**config.mk**
```make
export PLATFORM = sky130hd
export DESIGN_NAME = apb_soc_control
export DESIGN_NICKNAME = d
export VERILOG_FILES = /design/src/logic/soc_ctrl_pkg.sv /design/src/logic/apb_reg_bridge.sv /design/src/logic/apb_soc_control.sv /design/src/logic/llc_event_counters.sv /design/src/logic/soc_ctrl_regfile.sv
export SDC_FILE = /design/constraint.sdc
export NUM_CORES = 1
export LEC_CHECK = 0
export BUFFER_PORTS_ARGS = -buffer_cell sky130_fd_sc_hd__buf_2
export CELL_PAD_IN_SITES_DETAIL_PLACEMENT = 0
export CELL_PAD_IN_SITES_GLOBAL_PLACEMENT = 1
export CORE_MARGIN = 2
export CORE_UTILIZATION = 45
export DETAILED_ROUTE_END_ITERATION = 7
export GPL_TIMING_DRIVEN = 0
export PLACE_DENSITY_LB_ADDON = 0.1
export SLEW_MARGIN = 0
export SYNTH_ARGS = -nofsm -noshare
export SYNTH_HDL_FRONTEND = slang
export SYNTH_HIERARCHICAL = 1
export SYNTH_SLANG_ARGS = --single-unit
```
**constraint.sdc**
```tcl
create_clock -name clk_i -period 3 [get_ports clk_i]
set_clock_uncertainty 0.1 [all_clocks]
set_input_delay 0 -clock clk_i [delete_from_list [all_inputs] [get_ports clk_i]]
set_output_delay 0 -clock clk_i [all_outputs]
set_load 0.005 [all_outputs]
```
**src/logic/soc_ctrl_pkg.sv**
```systemverilog
// register map, data width, register-bus opcodes and APB bridge states for the SoC control block
package soc_ctrl_pkg;

   // register data width, also the APB data width
   localparam int REG_DW = 32;

   // width of the decoded register index
   localparam int REG_IDX_W = 4;

   // word addresses at or beyond this count are unmapped
   localparam int NUM_REGS = 9;

   // byte offsets of the registers inside the APB window
   localparam int unsigned REG_CLUSTER_CTRL_OFFSET = 32'h00;
   localparam int unsigned REG_CACHE_START_OFFSET  = 32'h04;
   localparam int unsigned REG_CACHE_END_OFFSET    = 32'h08;
   localparam int unsigned REG_SPM_START_OFFSET    = 32'h0C;
   localparam int unsigned REG_CNT_EN_OFFSET       = 32'h10;
   localparam int unsigned REG_RD_HIT_OFFSET       = 32'h14;
   localparam int unsigned REG_RD_MISS_OFFSET      = 32'h18;
   localparam int unsigned REG_WR_HIT_OFFSET       = 32'h1C;
   localparam int unsigned REG_WR_MISS_OFFSET      = 32'h20;

   // bit positions inside the cluster control register
   localparam int CTRL_RSTN_BIT  = 0;
   localparam int CTRL_BOOT_BIT  = 1;
   localparam int CTRL_FETCH_BIT = 2;
   localparam int CTRL_W         = 3;

   // register index is the word address, so each value is its offset divided by four
   typedef enum logic [REG_IDX_W-1:0] {
      REG_CLUSTER_CTRL = REG_IDX_W'(REG_CLUSTER_CTRL_OFFSET >> 2),
      REG_CACHE_START  = REG_IDX_W'(REG_CACHE_START_OFFSET >> 2),
      REG_CACHE_END    = REG_IDX_W'(REG_CACHE_END_OFFSET >> 2),
      REG_SPM_START    = REG_IDX_W'(REG_SPM_START_OFFSET >> 2),
      REG_CNT_EN       = REG_IDX_W'(REG_CNT_EN_OFFSET >> 2),
      // the four counter registers are read-only
      REG_RD_HIT       = REG_IDX_W'(REG_RD_HIT_OFFSET >> 2),
      REG_RD_MISS      = REG_IDX_W'(REG_RD_MISS_OFFSET >> 2),
      REG_WR_HIT       = REG_IDX_W'(REG_WR_HIT_OFFSET >> 2),
      REG_WR_MISS      = REG_IDX_W'(REG_WR_MISS_OFFSET >> 2)
   } soc_reg_e;

   // opcodes on the internal register bus
   typedef enum logic {
      REG_OP_READ  = 1'b0,
      REG_OP_WRITE = 1'b1
   } reg_op_e;

   // APB slave bridge states
   typedef enum logic [1:0] {
      APB_IDLE  = 2'd0,
      APB_ISSUE = 2'd1,
      APB_RESP  = 2'd2
   } apb_state_e;

endpackage

```
**src/logic/apb_reg_bridge.sv**
```systemverilog
// APB slave state machine that turns each APB transfer into one register-bus request
`timescale 1ns/10ps

module apb_reg_bridge #(
   parameter int APB_ADDR_WIDTH = 12
) (
   input  logic                             clk_i,
   input  logic                             rst_n_i,

   // APB slave port
   input  logic                             psel_i,
   input  logic                             penable_i,
   input  logic                             pwrite_i,
   input  logic [APB_ADDR_WIDTH-1:0]        paddr_i,
   input  logic [soc_ctrl_pkg::REG_DW-1:0]  pwdata_i,
   output logic [soc_ctrl_pkg::REG_DW-1:0]  prdata_o,
   output logic                             pready_o,
   output logic                             pslverr_o,

   // register bus request
   output logic                             req_valid_o,
   output soc_ctrl_pkg::reg_op_e            req_op_o,
   output logic [APB_ADDR_WIDTH-1:0]        req_addr_o,
   output logic [soc_ctrl_pkg::REG_DW-1:0]  req_wdata_o,

   // register bus response, one cycle after the request
   input  logic [soc_ctrl_pkg::REG_DW-1:0]  rsp_rdata_i,
   input  logic                             rsp_error_i
);

   import soc_ctrl_pkg::*;

   apb_state_e state_q;
   apb_state_e state_cur;
   apb_state_e state_d;

   // the first access cycle is already the issue cycle, so idle falls through
   // to issue without waiting for a clock edge
   always_comb begin
      state_cur = state_q;
      if (state_q == APB_IDLE && psel_i && penable_i) begin
         state_cur = APB_ISSUE;
      end
   end

   always_comb begin
      case (state_cur)
         APB_IDLE:  state_d = APB_IDLE;
         APB_ISSUE: state_d = APB_RESP;
         APB_RESP:  state_d = APB_IDLE;
         default:   state_d = APB_IDLE;
      endcase
   end

   always_ff @(posedge clk_i) begin
      if (!rst_n_i) begin
         state_q <= APB_IDLE;
      end else begin
         state_q <= state_d;
      end
   end

   // one request per transfer, carrying the address and data the master holds stable
   assign req_valid_o = (state_cur == APB_ISSUE);
   assign req_op_o    = pwrite_i ? REG_OP_WRITE : REG_OP_READ;
   assign req_addr_o  = paddr_i;
   assign req_wdata_o = pwdata_i;

   // response goes out with pready in the second access cycle
   assign pready_o = (state_cur == APB_RESP);

   // prdata and pslverr stay low outside the response cycle
   always_comb begin
      prdata_o  = '0;
      pslverr_o = 1'b0;
      if (state_cur == APB_RESP) begin
         prdata_o  = rsp_rdata_i;
         pslverr_o = rsp_error_i;
      end
   end

endmodule

```
**src/logic/apb_soc_control.sv**
```systemverilog
// SoC control top level joining the APB bridge, register file and LLC event counters
`timescale 1ns/10ps

module apb_soc_control #(
   parameter int APB_ADDR_WIDTH = 12,
   parameter int CNT_WIDTH      = 32
) (
   input  logic                             clk_i,
   input  logic                             rst_n_i,

   // APB slave port
   input  logic                             psel_i,
   input  logic                             penable_i,
   input  logic                             pwrite_i,
   input  logic [APB_ADDR_WIDTH-1:0]        paddr_i,
   input  logic [soc_ctrl_pkg::REG_DW-1:0]  pwdata_i,
   output logic [soc_ctrl_pkg::REG_DW-1:0]  prdata_o,
   output logic                             pready_o,
   output logic                             pslverr_o,

   // cluster control
   output logic                             cluster_ctrl_rstn_o,
   output logic                             cluster_en_sa_boot_o,
   output logic                             cluster_fetch_en_o,

   // LLC address windows
   output logic [soc_ctrl_pkg::REG_DW-1:0]  llc_cache_addr_start_o,
   output logic [soc_ctrl_pkg::REG_DW-1:0]  llc_cache_addr_end_o,
   output logic [soc_ctrl_pkg::REG_DW-1:0]  llc_spm_addr_start_o,

   // LLC events
   input  logic                             llc_read_hit_cache_i,
   input  logic                             llc_read_miss_cache_i,
   input  logic                             llc_write_hit_cache_i,
   input  logic                             llc_write_miss_cache_i
);

   import soc_ctrl_pkg::*;

   logic                       req_valid;
   reg_op_e                    req_op;
   logic [APB_ADDR_WIDTH-1:0]  req_addr;
   logic [REG_DW-1:0]          req_wdata;
   logic [REG_DW-1:0]          rsp_rdata;
   logic                       rsp_error;

   logic                       cnt_en;
   logic [CNT_WIDTH-1:0]       cnt_rd_hit;
   logic [CNT_WIDTH-1:0]       cnt_rd_miss;
   logic [CNT_WIDTH-1:0]       cnt_wr_hit;
   logic [CNT_WIDTH-1:0]       cnt_wr_miss;

   apb_reg_bridge #(
      .APB_ADDR_WIDTH ( APB_ADDR_WIDTH )
   ) i_apb_reg_bridge (
      .clk_i       ( clk_i       ),
      .rst_n_i     ( rst_n_i     ),
      .psel_i      ( psel_i      ),
      .penable_i   ( penable_i   ),
      .pwrite_i    ( pwrite_i    ),
      .paddr_i     ( paddr_i     ),
      .pwdata_i    ( pwdata_i    ),
      .prdata_o    ( prdata_o    ),
      .pready_o    ( pready_o    ),
      .pslverr_o   ( pslverr_o   ),
      .req_valid_o ( req_valid   ),
      .req_op_o    ( req_op      ),
      .req_addr_o  ( req_addr    ),
      .req_wdata_o ( req_wdata   ),
      .rsp_rdata_i ( rsp_rdata   ),
      .rsp_error_i ( rsp_error   )
   );

   soc_ctrl_regfile #(
      .APB_ADDR_WIDTH ( APB_ADDR_WIDTH ),
      .CNT_WIDTH      ( CNT_WIDTH      )
   ) i_soc_ctrl_regfile (
      .clk_i                  ( clk_i                  ),
      .rst_n_i                ( rst_n_i                ),
      .req_valid_i            ( req_valid              ),
      .req_op_i               ( req_op                 ),
      .req_addr_i             ( req_addr               ),
      .req_wdata_i            ( req_wdata              ),
      .rsp_rdata_o            ( rsp_rdata              ),
      .rsp_error_o            ( rsp_error              ),
      .cnt_rd_hit_i           ( cnt_rd_hit             ),
      .cnt_rd_miss_i          ( cnt_rd_miss            ),
      .cnt_wr_hit_i           ( cnt_wr_hit             ),
      .cnt_wr_miss_i          ( cnt_wr_miss            ),
      .cnt_en_o               ( cnt_en                 ),
      .cluster_ctrl_rstn_o    ( cluster_ctrl_rstn_o    ),
      .cluster_en_sa_boot_o   ( cluster_en_sa_boot_o   ),
      .cluster_fetch_en_o     ( cluster_fetch_en_o     ),
      .llc_cache_addr_start_o ( llc_cache_addr_start_o ),
      .llc_cache_addr_end_o   ( llc_cache_addr_end_o   ),
      .llc_spm_addr_start_o   ( llc_spm_addr_start_o   )
   );

   llc_event_counters #(
      .CNT_WIDTH ( CNT_WIDTH )
   ) i_llc_event_counters (
      .clk_i                  ( clk_i                  ),
      .rst_n_i                ( rst_n_i                ),
      .cnt_en_i               ( cnt_en                 ),
      .llc_read_hit_cache_i   ( llc_read_hit_cache_i   ),
      .llc_read_miss_cache_i  ( llc_read_miss_cache_i  ),
      .llc_write_hit_cache_i  ( llc_write_hit_cache_i  ),
      .llc_write_miss_cache_i ( llc_write_miss_cache_i ),
      .cnt_rd_hit_o           ( cnt_rd_hit             ),
      .cnt_rd_miss_o          ( cnt_rd_miss            ),
      .cnt_wr_hit_o           ( cnt_wr_hit             ),
      .cnt_wr_miss_o          ( cnt_wr_miss            )
   );

endmodule

```
**src/logic/llc_event_counters.sv**
```systemverilog
// four enabled LLC event counters for read and write hits and misses
`timescale 1ns/10ps

module llc_event_counters #(
   parameter int CNT_WIDTH = 32
) (
   input  logic                  clk_i,
   input  logic                  rst_n_i,

   // count enable from the register file
   input  logic                  cnt_en_i,

   // single-cycle event pulses from the cache
   input  logic                  llc_read_hit_cache_i,
   input  logic                  llc_read_miss_cache_i,
   input  logic                  llc_write_hit_cache_i,
   input  logic                  llc_write_miss_cache_i,

   // running counts
   output logic [CNT_WIDTH-1:0]  cnt_rd_hit_o,
   output logic [CNT_WIDTH-1:0]  cnt_rd_miss_o,
   output logic [CNT_WIDTH-1:0]  cnt_wr_hit_o,
   output logic [CNT_WIDTH-1:0]  cnt_wr_miss_o
);

   localparam int NUM_EVT    = 4;
   localparam int EVT_RD_HIT  = 0;
   localparam int EVT_RD_MISS = 1;
   localparam int EVT_WR_HIT  = 2;
   localparam int EVT_WR_MISS = 3;

   logic [NUM_EVT-1:0]    evt;
   logic [CNT_WIDTH-1:0]  cnt_q [NUM_EVT];

   always_comb begin
      evt              = '0;
      evt[EVT_RD_HIT]  = llc_read_hit_cache_i;
      evt[EVT_RD_MISS] = llc_read_miss_cache_i;
      evt[EVT_WR_HIT]  = llc_write_hit_cache_i;
      evt[EVT_WR_MISS] = llc_write_miss_cache_i;
   end

   // each counter wraps at its own width and clears only on reset
   for (genvar i = 0; i < NUM_EVT; i++) begin : g_cnt
      always_ff @(posedge clk_i) begin
         if (!rst_n_i) begin
            cnt_q[i] <= '0;
         end else if (cnt_en_i && evt[i]) begin
            cnt_q[i] <= cnt_q[i] + 1'b1;
         end
      end
   end

   assign cnt_rd_hit_o  = cnt_q[EVT_RD_HIT];
   assign cnt_rd_miss_o = cnt_q[EVT_RD_MISS];
   assign cnt_wr_hit_o  = cnt_q[EVT_WR_HIT];
   assign cnt_wr_miss_o = cnt_q[EVT_WR_MISS];

endmodule

```
**src/logic/soc_ctrl_regfile.sv**
```systemverilog
// control and LLC address registers with address decode, read mux and access error generation
`timescale 1ns/10ps

module soc_ctrl_regfile #(
   parameter int APB_ADDR_WIDTH = 12,
   parameter int CNT_WIDTH      = 32
) (
   input  logic                             clk_i,
   input  logic                             rst_n_i,

   // register bus
   input  logic                             req_valid_i,
   input  soc_ctrl_pkg::reg_op_e            req_op_i,
   input  logic [APB_ADDR_WIDTH-1:0]        req_addr_i,
   input  logic [soc_ctrl_pkg::REG_DW-1:0]  req_wdata_i,
   output logic [soc_ctrl_pkg::REG_DW-1:0]  rsp_rdata_o,
   output logic                             rsp_error_o,

   // event counters
   input  logic [CNT_WIDTH-1:0]             cnt_rd_hit_i,
   input  logic [CNT_WIDTH-1:0]             cnt_rd_miss_i,
   input  logic [CNT_WIDTH-1:0]             cnt_wr_hit_i,
   input  logic [CNT_WIDTH-1:0]             cnt_wr_miss_i,
   output logic                             cnt_en_o,

   // cluster control
   output logic                             cluster_ctrl_rstn_o,
   output logic                             cluster_en_sa_boot_o,
   output logic                             cluster_fetch_en_o,

   // LLC address windows
   output logic [soc_ctrl_pkg::REG_DW-1:0]  llc_cache_addr_start_o,
   output logic [soc_ctrl_pkg::REG_DW-1:0]  llc_cache_addr_end_o,
   output logic [soc_ctrl_pkg::REG_DW-1:0]  llc_spm_addr_start_o
);

   import soc_ctrl_pkg::*;

   // width of the word address above the byte offset
   localparam int WA_W = APB_ADDR_WIDTH - 2;

   logic [WA_W-1:0]    word_addr;
   logic               misaligned;
   logic               mapped;
   soc_reg_e           reg_sel;
   logic               is_write;
   logic               is_cnt_reg;
   logic               acc_err;
   logic               wr_ok;
   logic [REG_DW-1:0]  rd_val;

   logic [CTRL_W-1:0]  ctrl_q;
   logic [REG_DW-1:0]  cache_start_q;
   logic [REG_DW-1:0]  cache_end_q;
   logic [REG_DW-1:0]  spm_start_q;
   logic               cnt_en_q;

   logic [REG_DW-1:0]  rsp_rdata_q;
   logic               rsp_error_q;

   // decode the request address into a register index
   always_comb begin
      word_addr  = req_addr_i[APB_ADDR_WIDTH-1:2];
      misaligned = |req_addr_i[1:0];
      mapped     = (word_addr < WA_W'(NUM_REGS));
      reg_sel    = soc_reg_e'(word_addr[REG_IDX_W-1:0]);
      is_write   = (req_op_i == REG_OP_WRITE);
      is_cnt_reg = reg_sel inside {REG_RD_HIT, REG_RD_MISS, REG_WR_HIT, REG_WR_MISS};
      acc_err    = misaligned || !mapped || (is_write && is_cnt_reg);
      wr_ok      = req_valid_i && is_write && !acc_err;
   end

   // read mux, counters are zero-extended to the bus width
   always_comb begin
      rd_val = '0;
      case (reg_sel)
         REG_CLUSTER_CTRL: rd_val[CTRL_W-1:0] = ctrl_q;
         REG_CACHE_START:  rd_val = cache_start_q;
         REG_CACHE_END:    rd_val = cache_end_q;
         REG_SPM_START:    rd_val = spm_start_q;
         REG_CNT_EN:       rd_val[0] = cnt_en_q;
         REG_RD_HIT:       rd_val = REG_DW'(cnt_rd_hit_i);
         REG_RD_MISS:      rd_val = REG_DW'(cnt_rd_miss_i);
         REG_WR_HIT:       rd_val = REG_DW'(cnt_wr_hit_i);
         REG_WR_MISS:      rd_val = REG_DW'(cnt_wr_miss_i);
         default:          rd_val = '0;
      endcase
   end

   // writable registers, a write replaces the whole register
   always_ff @(posedge clk_i) begin
      if (!rst_n_i) begin
         ctrl_q        <= '0;
         cache_start_q <= '0;
         cache_end_q   <= '0;
         spm_start_q   <= '0;
         cnt_en_q      <= 1'b0;
      end else if (wr_ok) begin
         case (reg_sel)
            REG_CLUSTER_CTRL: ctrl_q        <= req_wdata_i[CTRL_W-1:0];
            REG_CACHE_START:  cache_start_q <= req_wdata_i;
            REG_CACHE_END:    cache_end_q   <= req_wdata_i;
            REG_SPM_START:    spm_start_q   <= req_wdata_i;
            REG_CNT_EN:       cnt_en_q      <= req_wdata_i[0];
            default:          ;
         endcase
      end
   end

   always_ff @(posedge clk_i) begin
      if (!rst_n_i) begin
         rsp_error_q <= 1'b0;
      end else if (req_valid_i) begin
         rsp_error_q <= acc_err;
      end
   end

   // writes and failed accesses answer with zero data
   always_ff @(posedge clk_i) begin
      if (req_valid_i) begin
         rsp_rdata_q <= (acc_err || is_write) ? '0 : rd_val;
      end
   end

   assign rsp_rdata_o = rsp_rdata_q;
   assign rsp_error_o = rsp_error_q;

   assign cnt_en_o = cnt_en_q;

   assign cluster_ctrl_rstn_o  = ctrl_q[CTRL_RSTN_BIT];
   assign cluster_en_sa_boot_o = ctrl_q[CTRL_BOOT_BIT];
   assign cluster_fetch_en_o   = ctrl_q[CTRL_FETCH_BIT];

   assign llc_cache_addr_start_o = cache_start_q;
   assign llc_cache_addr_end_o   = cache_end_q;
   assign llc_spm_addr_start_o   = spm_start_q;

endmodule

```
==> results_tabular.tex <==
\begin{tabular}{lr}
\hline
Metric & Value \\
\hline
\multicolumn{2}{l}{\textbf{CTS}} \\
CTS max path bufs & 3 \\
Post-CTS setup repair buffer count & 0 \\
Clock transition at path regs & 0.07 ns \\
CTS HTree Levels & 1 \\
Root buffer selected by CTS & clkbuf\_16 \\
TritonCTS buffer count & 29 \\
TritonCTS clock tree & done \\
Sink count of the clock tree & 262 \\
Insertion delay to the later sink of the worst-skew pair & 0.56 ns \\
\multicolumn{2}{l}{\textbf{Final layout}} \\
Final antenna diode count & 0 \\
Area growth from synthesis to final layout & 20.5\% \\
Most frequent cells in the layout & 160 x edfxtp\_1, 152 x buf\_2, 148 x nand2\_1, 133 x nor2\_1, 115 x nand3\_1 \\
Commonest non-fill, non-tap cell in the layout & edfxtp\_1 \\
Storage element area & 6850 um\^{}2 \\
Net total in the final layout & 1,671 \\
Area taken by multi-input logic gates & 5870 um\^{}2 \\
Proportion of layout cells with a drive suffix above 1 & 0.187 \\
Final-layout fill cell count & 2,747 \\
Number of standard cells in the layout, taps in and fillers out & 2,026 \\
\multicolumn{2}{l}{\textbf{Placement}} \\
Port-buffer cells & 140 \\
Final HPWL DP & 35,200 um \\
Weighted congestion at the end of routability-driven global placement & 0.894 \\
Number of placed cells counting well taps & 1,921 \\
\multicolumn{2}{l}{\textbf{Pwr}} \\
Maximum ir drop on the vdd rail & about 0.00035 V \\
Pwr per Cell Area & a little over 500 nW/um\^{}2 \\
Static leakage power & 0.00577 uW \\
Design Power & 8250 uW \\
\multicolumn{2}{l}{\textbf{STA}} \\
Setup violations, final & 0 \\
Final cycle utilization of the critical path & 0.955 \\
Count of final max-slew check failures & 0 \\
Clock period minus final worst setup slack & 2.86 ns \\
Timing-limited maximum frequency & 349 MHz \\
Worst hold slack & $\sim$0.11 ns \\
Pin slew with the least headroom to its limit & 1.23 ns \\
Count of endpoints failing hold in the final timing report & 0 \\
RSZ-0062 raised after global routing & false \\
Relative slew slack & 0.174 \\
\multicolumn{2}{l}{\textbf{Synth}} \\
Post-synth top flop & edfxtp\_1 \\
Most area-consuming cells after synthesis & edfxtp\_1 36\%, dfxtp\_1 15\%, nand3\_1 4.3\% \\
FF+latch count, synth & 262 \\
Synth warn & 6 \\
Number of different library cells in the post-synthesis netlist & 55 \\
Fraction of post-synthesis cell area in the top cell type by area & 0.355 \\
Gate count of the mapped netlist & $\sim$1,400 \\
Register area share after synthesis & 0.507 \\
Leading area contributor after synthesis & edfxtp\_1 \\
Synth async-reset ratio & 0 \\
Average instance area after synthesis & 9.72 um\^{}2 \\
Post-synth net total & 1,448 \\
Post-synthesis cell area & roughly 14,000 um\^{}2 \\
EDFF count, synth & 160 \\
\multicolumn{2}{l}{\textbf{Routing}} \\
Final antenna-violating net count & 0 \\
Starting DRC count in detailed routing & 1,634 \\
Router iterations before antenna repair & 8 \\
Number of vias per cell & 5.99 \\
Post-Route WL & 48,500 um \\
Vias after detailed routing & roughly 12,000 \\
Detail-routed net length per standard cell & 23.9 um \\
DRC violation count after routing & 2 \\
\multicolumn{2}{l}{\textbf{Run}} \\
Max-capacitance violation count & 0 \\
\multicolumn{2}{l}{\textbf{Global route}} \\
All-Layer GR Usage & 0.302 \\
Number of antenna violations at the first check in global routing & 1 \\
Wire length of the first global-routing pass & between 70,000 and 80,000 um \\
Via count of the first global-routing pass & $\sim$11,000 \\
Maximum number of pins on one net before global-route repair & 37 \\
Global route overflow & 0 \\
\multicolumn{2}{l}{\textbf{Critical path}} \\
Crit path max-delay cell type & and3b\_4 \\
Worst Setup Start Kind & register \\
Worst setup path class & register to register \\
Type of destination of the critical path & register \\
CP arrival & 3.18 ns \\
Family of cells with the greatest summed delay on the critical path & simple AND/OR/NAND/NOR gates \\
Crit-path max FO & 18 \\
List of cells traversed by the critical path & and3b\_4 > and2\_1 > clkbuf\_1 > nand4\_2 > clkbuf\_1 > nand3\_1 > o21ai\_0 \\
Count of buffering cells on the critical path with inverters included & 2 \\
Critical path data required time & 3.31 ns \\
Slowest cell delay on critical path & 0.65 ns \\
Most frequent cell on the critical path & clkbuf\_1 \\
\multicolumn{2}{l}{\textbf{Floorplanning}} \\
Std cell rows & 63 \\
Core region area & a little under 30,000 um\^{}2 \\
Initial Util & 0.456 \\
Die Span X & 177 um \\
Number of top-level pins & 186 \\
Full die area & 31,400 um\^{}2 \\
Floorplan die height & 177 um \\
\multicolumn{2}{l}{\textbf{Status}} \\
Status & complete, but fails checks \\
Failing checks & DRC \\
\multicolumn{2}{l}{\textbf{Min path}} \\
Worst hold path class & primary input to register \\
\hline
\end{tabular}
area by class of cell:
cell class	instances	area share
Buffer	141	0.0457
Clock buffer	47	0.0605
Clock inverter	6	0.00361
Inverter	21	0.00484
Multi-Input combinational cell	968	0.360
Sequential cell	262	0.421
Tap cell	390	0.0300
Timing Repair Buffer	191	0.0744
stage by stage:
step | setup WS (ns) | utilization | setup TNS [ns] | area (um^2)
2_1_floorplan | 0.802 | - | 0 | 13500
3_3_place_gp | -0.115 | 0.496 | -5.02 | 14700
3_5_place_dp | -0.139 | 0.496 | -6.52 | 14700
4_1_cts | 0.0209 | 0.548 | 0 | 16300
5_1_grt | 0.0605 | 0.549 | 0 | 16300
6_report | 0.136 | 0.549 | 0 | 16300
power breakdown:
part,switching [uW],total [uW],internal (uW),leakage (uW)
combinational,265,441,176,0.00281
sequential,106,3990,3890,0.00245
clock,1490,3820,2330,0.000519
total,1860,8250,6390,0.00577
path summary, 6_finish.rpt:
| check | start | to | depth (start not counted) | slack, ns |
|---|---|---|---|---|
| max | i_apb_reg_bridge/state_q[1]$_SDFF_PN0_ | i_soc_ctrl_regfile/llc_cache_addr_start_o[21]$_SDFFE_PN0P_ | 7 | 0.14 |
| min | paddr_i[5] | i_soc_ctrl_regfile/cnt_en_o$_SDFFE_PN0P_ | 6 | 0.11 |
| max reg2reg | i_apb_reg_bridge/state_q[1]$_SDFF_PN0_ | i_soc_ctrl_regfile/llc_cache_addr_start_o[21]$_SDFFE_PN0P_ | 7 | 0.14 |
| min reg2reg | i_soc_ctrl_regfile/llc_cache_addr_end_o[17]$_SDFFE_PN0P_ | i_soc_ctrl_regfile/llc_cache_addr_end_o[17]$_SDFFE_PN0P_ | 2 | 0.38 |
tightest hold or removal path: cells and delay by family:
kind | cells | cell delay (ns)
buffers and inverters | 2 | 0.37
AND/OR/NAND/NOR | 3 | 0.28
multiplexers | 1 | 0.08
logic make-up after synthesis:
logic type | count (synthesis) | share of synthesized area
buf+inv | 162 | 0.0609
fa+ha+maj | 4 | 0.00370
flops | 262 | 0.507
mux | 7 | 0.00518
simple gates | 592 | 0.226
compound gates | 259 | 0.130
xor+xnor | 105 | 0.0680
sequential cells by signal (all words and copies together) (netlist names):
signal / count
i_llc_event_counters/cnt_q: 128
i_soc_ctrl_regfile/llc_cache_addr_end_o: 32
i_soc_ctrl_regfile/llc_cache_addr_start_o: 32
i_soc_ctrl_regfile/llc_spm_addr_start_o: 32
i_soc_ctrl_regfile/rsp_rdata_o: 32
i_soc_ctrl_regfile/ctrl_q: 3
i_apb_reg_bridge/state_q: 1
i_soc_ctrl_regfile/cnt_en_o: 1
i_soc_ctrl_regfile/rsp_error_o: 1
synthesized netlist by cell type (all sizes together), types with 32 or more instances:
| library cell | instances |
|---|---|
| nand4 | 41 |
| a21boi | 32 |
| a22oi | 60 |
| xor2 | 55 |
| nor2 | 133 |
| and2 | 37 |
| nand3 | 116 |
| a31oi | 32 |
| nand2 | 152 |
| edfxtp | 160 |
| clkbuf | 73 |
| xnor2 | 50 |
| buf | 68 |
| dfxtp | 102 |
| a222oi | 32 |
| nor4 | 35 |
| o21ai | 81 |
metal layers:
metal	global-route usage	vias to the layer above	wire length, um
li1	-	5515	-
met1	0.436	5827	20800
met2	0.450	698	20800
met3	0.0476	85	4660
met4	0.122	2	2100
met5	0.0176	-	65
what timing repair did:
item,in CTS,in global routing
endpoints found under the hold margin,111,14
setup endpoints to repair,88,79
gates resized for setup,1,0
gates cloned,0,1
hold buffers,50,1
pin swaps,0,0
(Power assumes the default switching activity.)
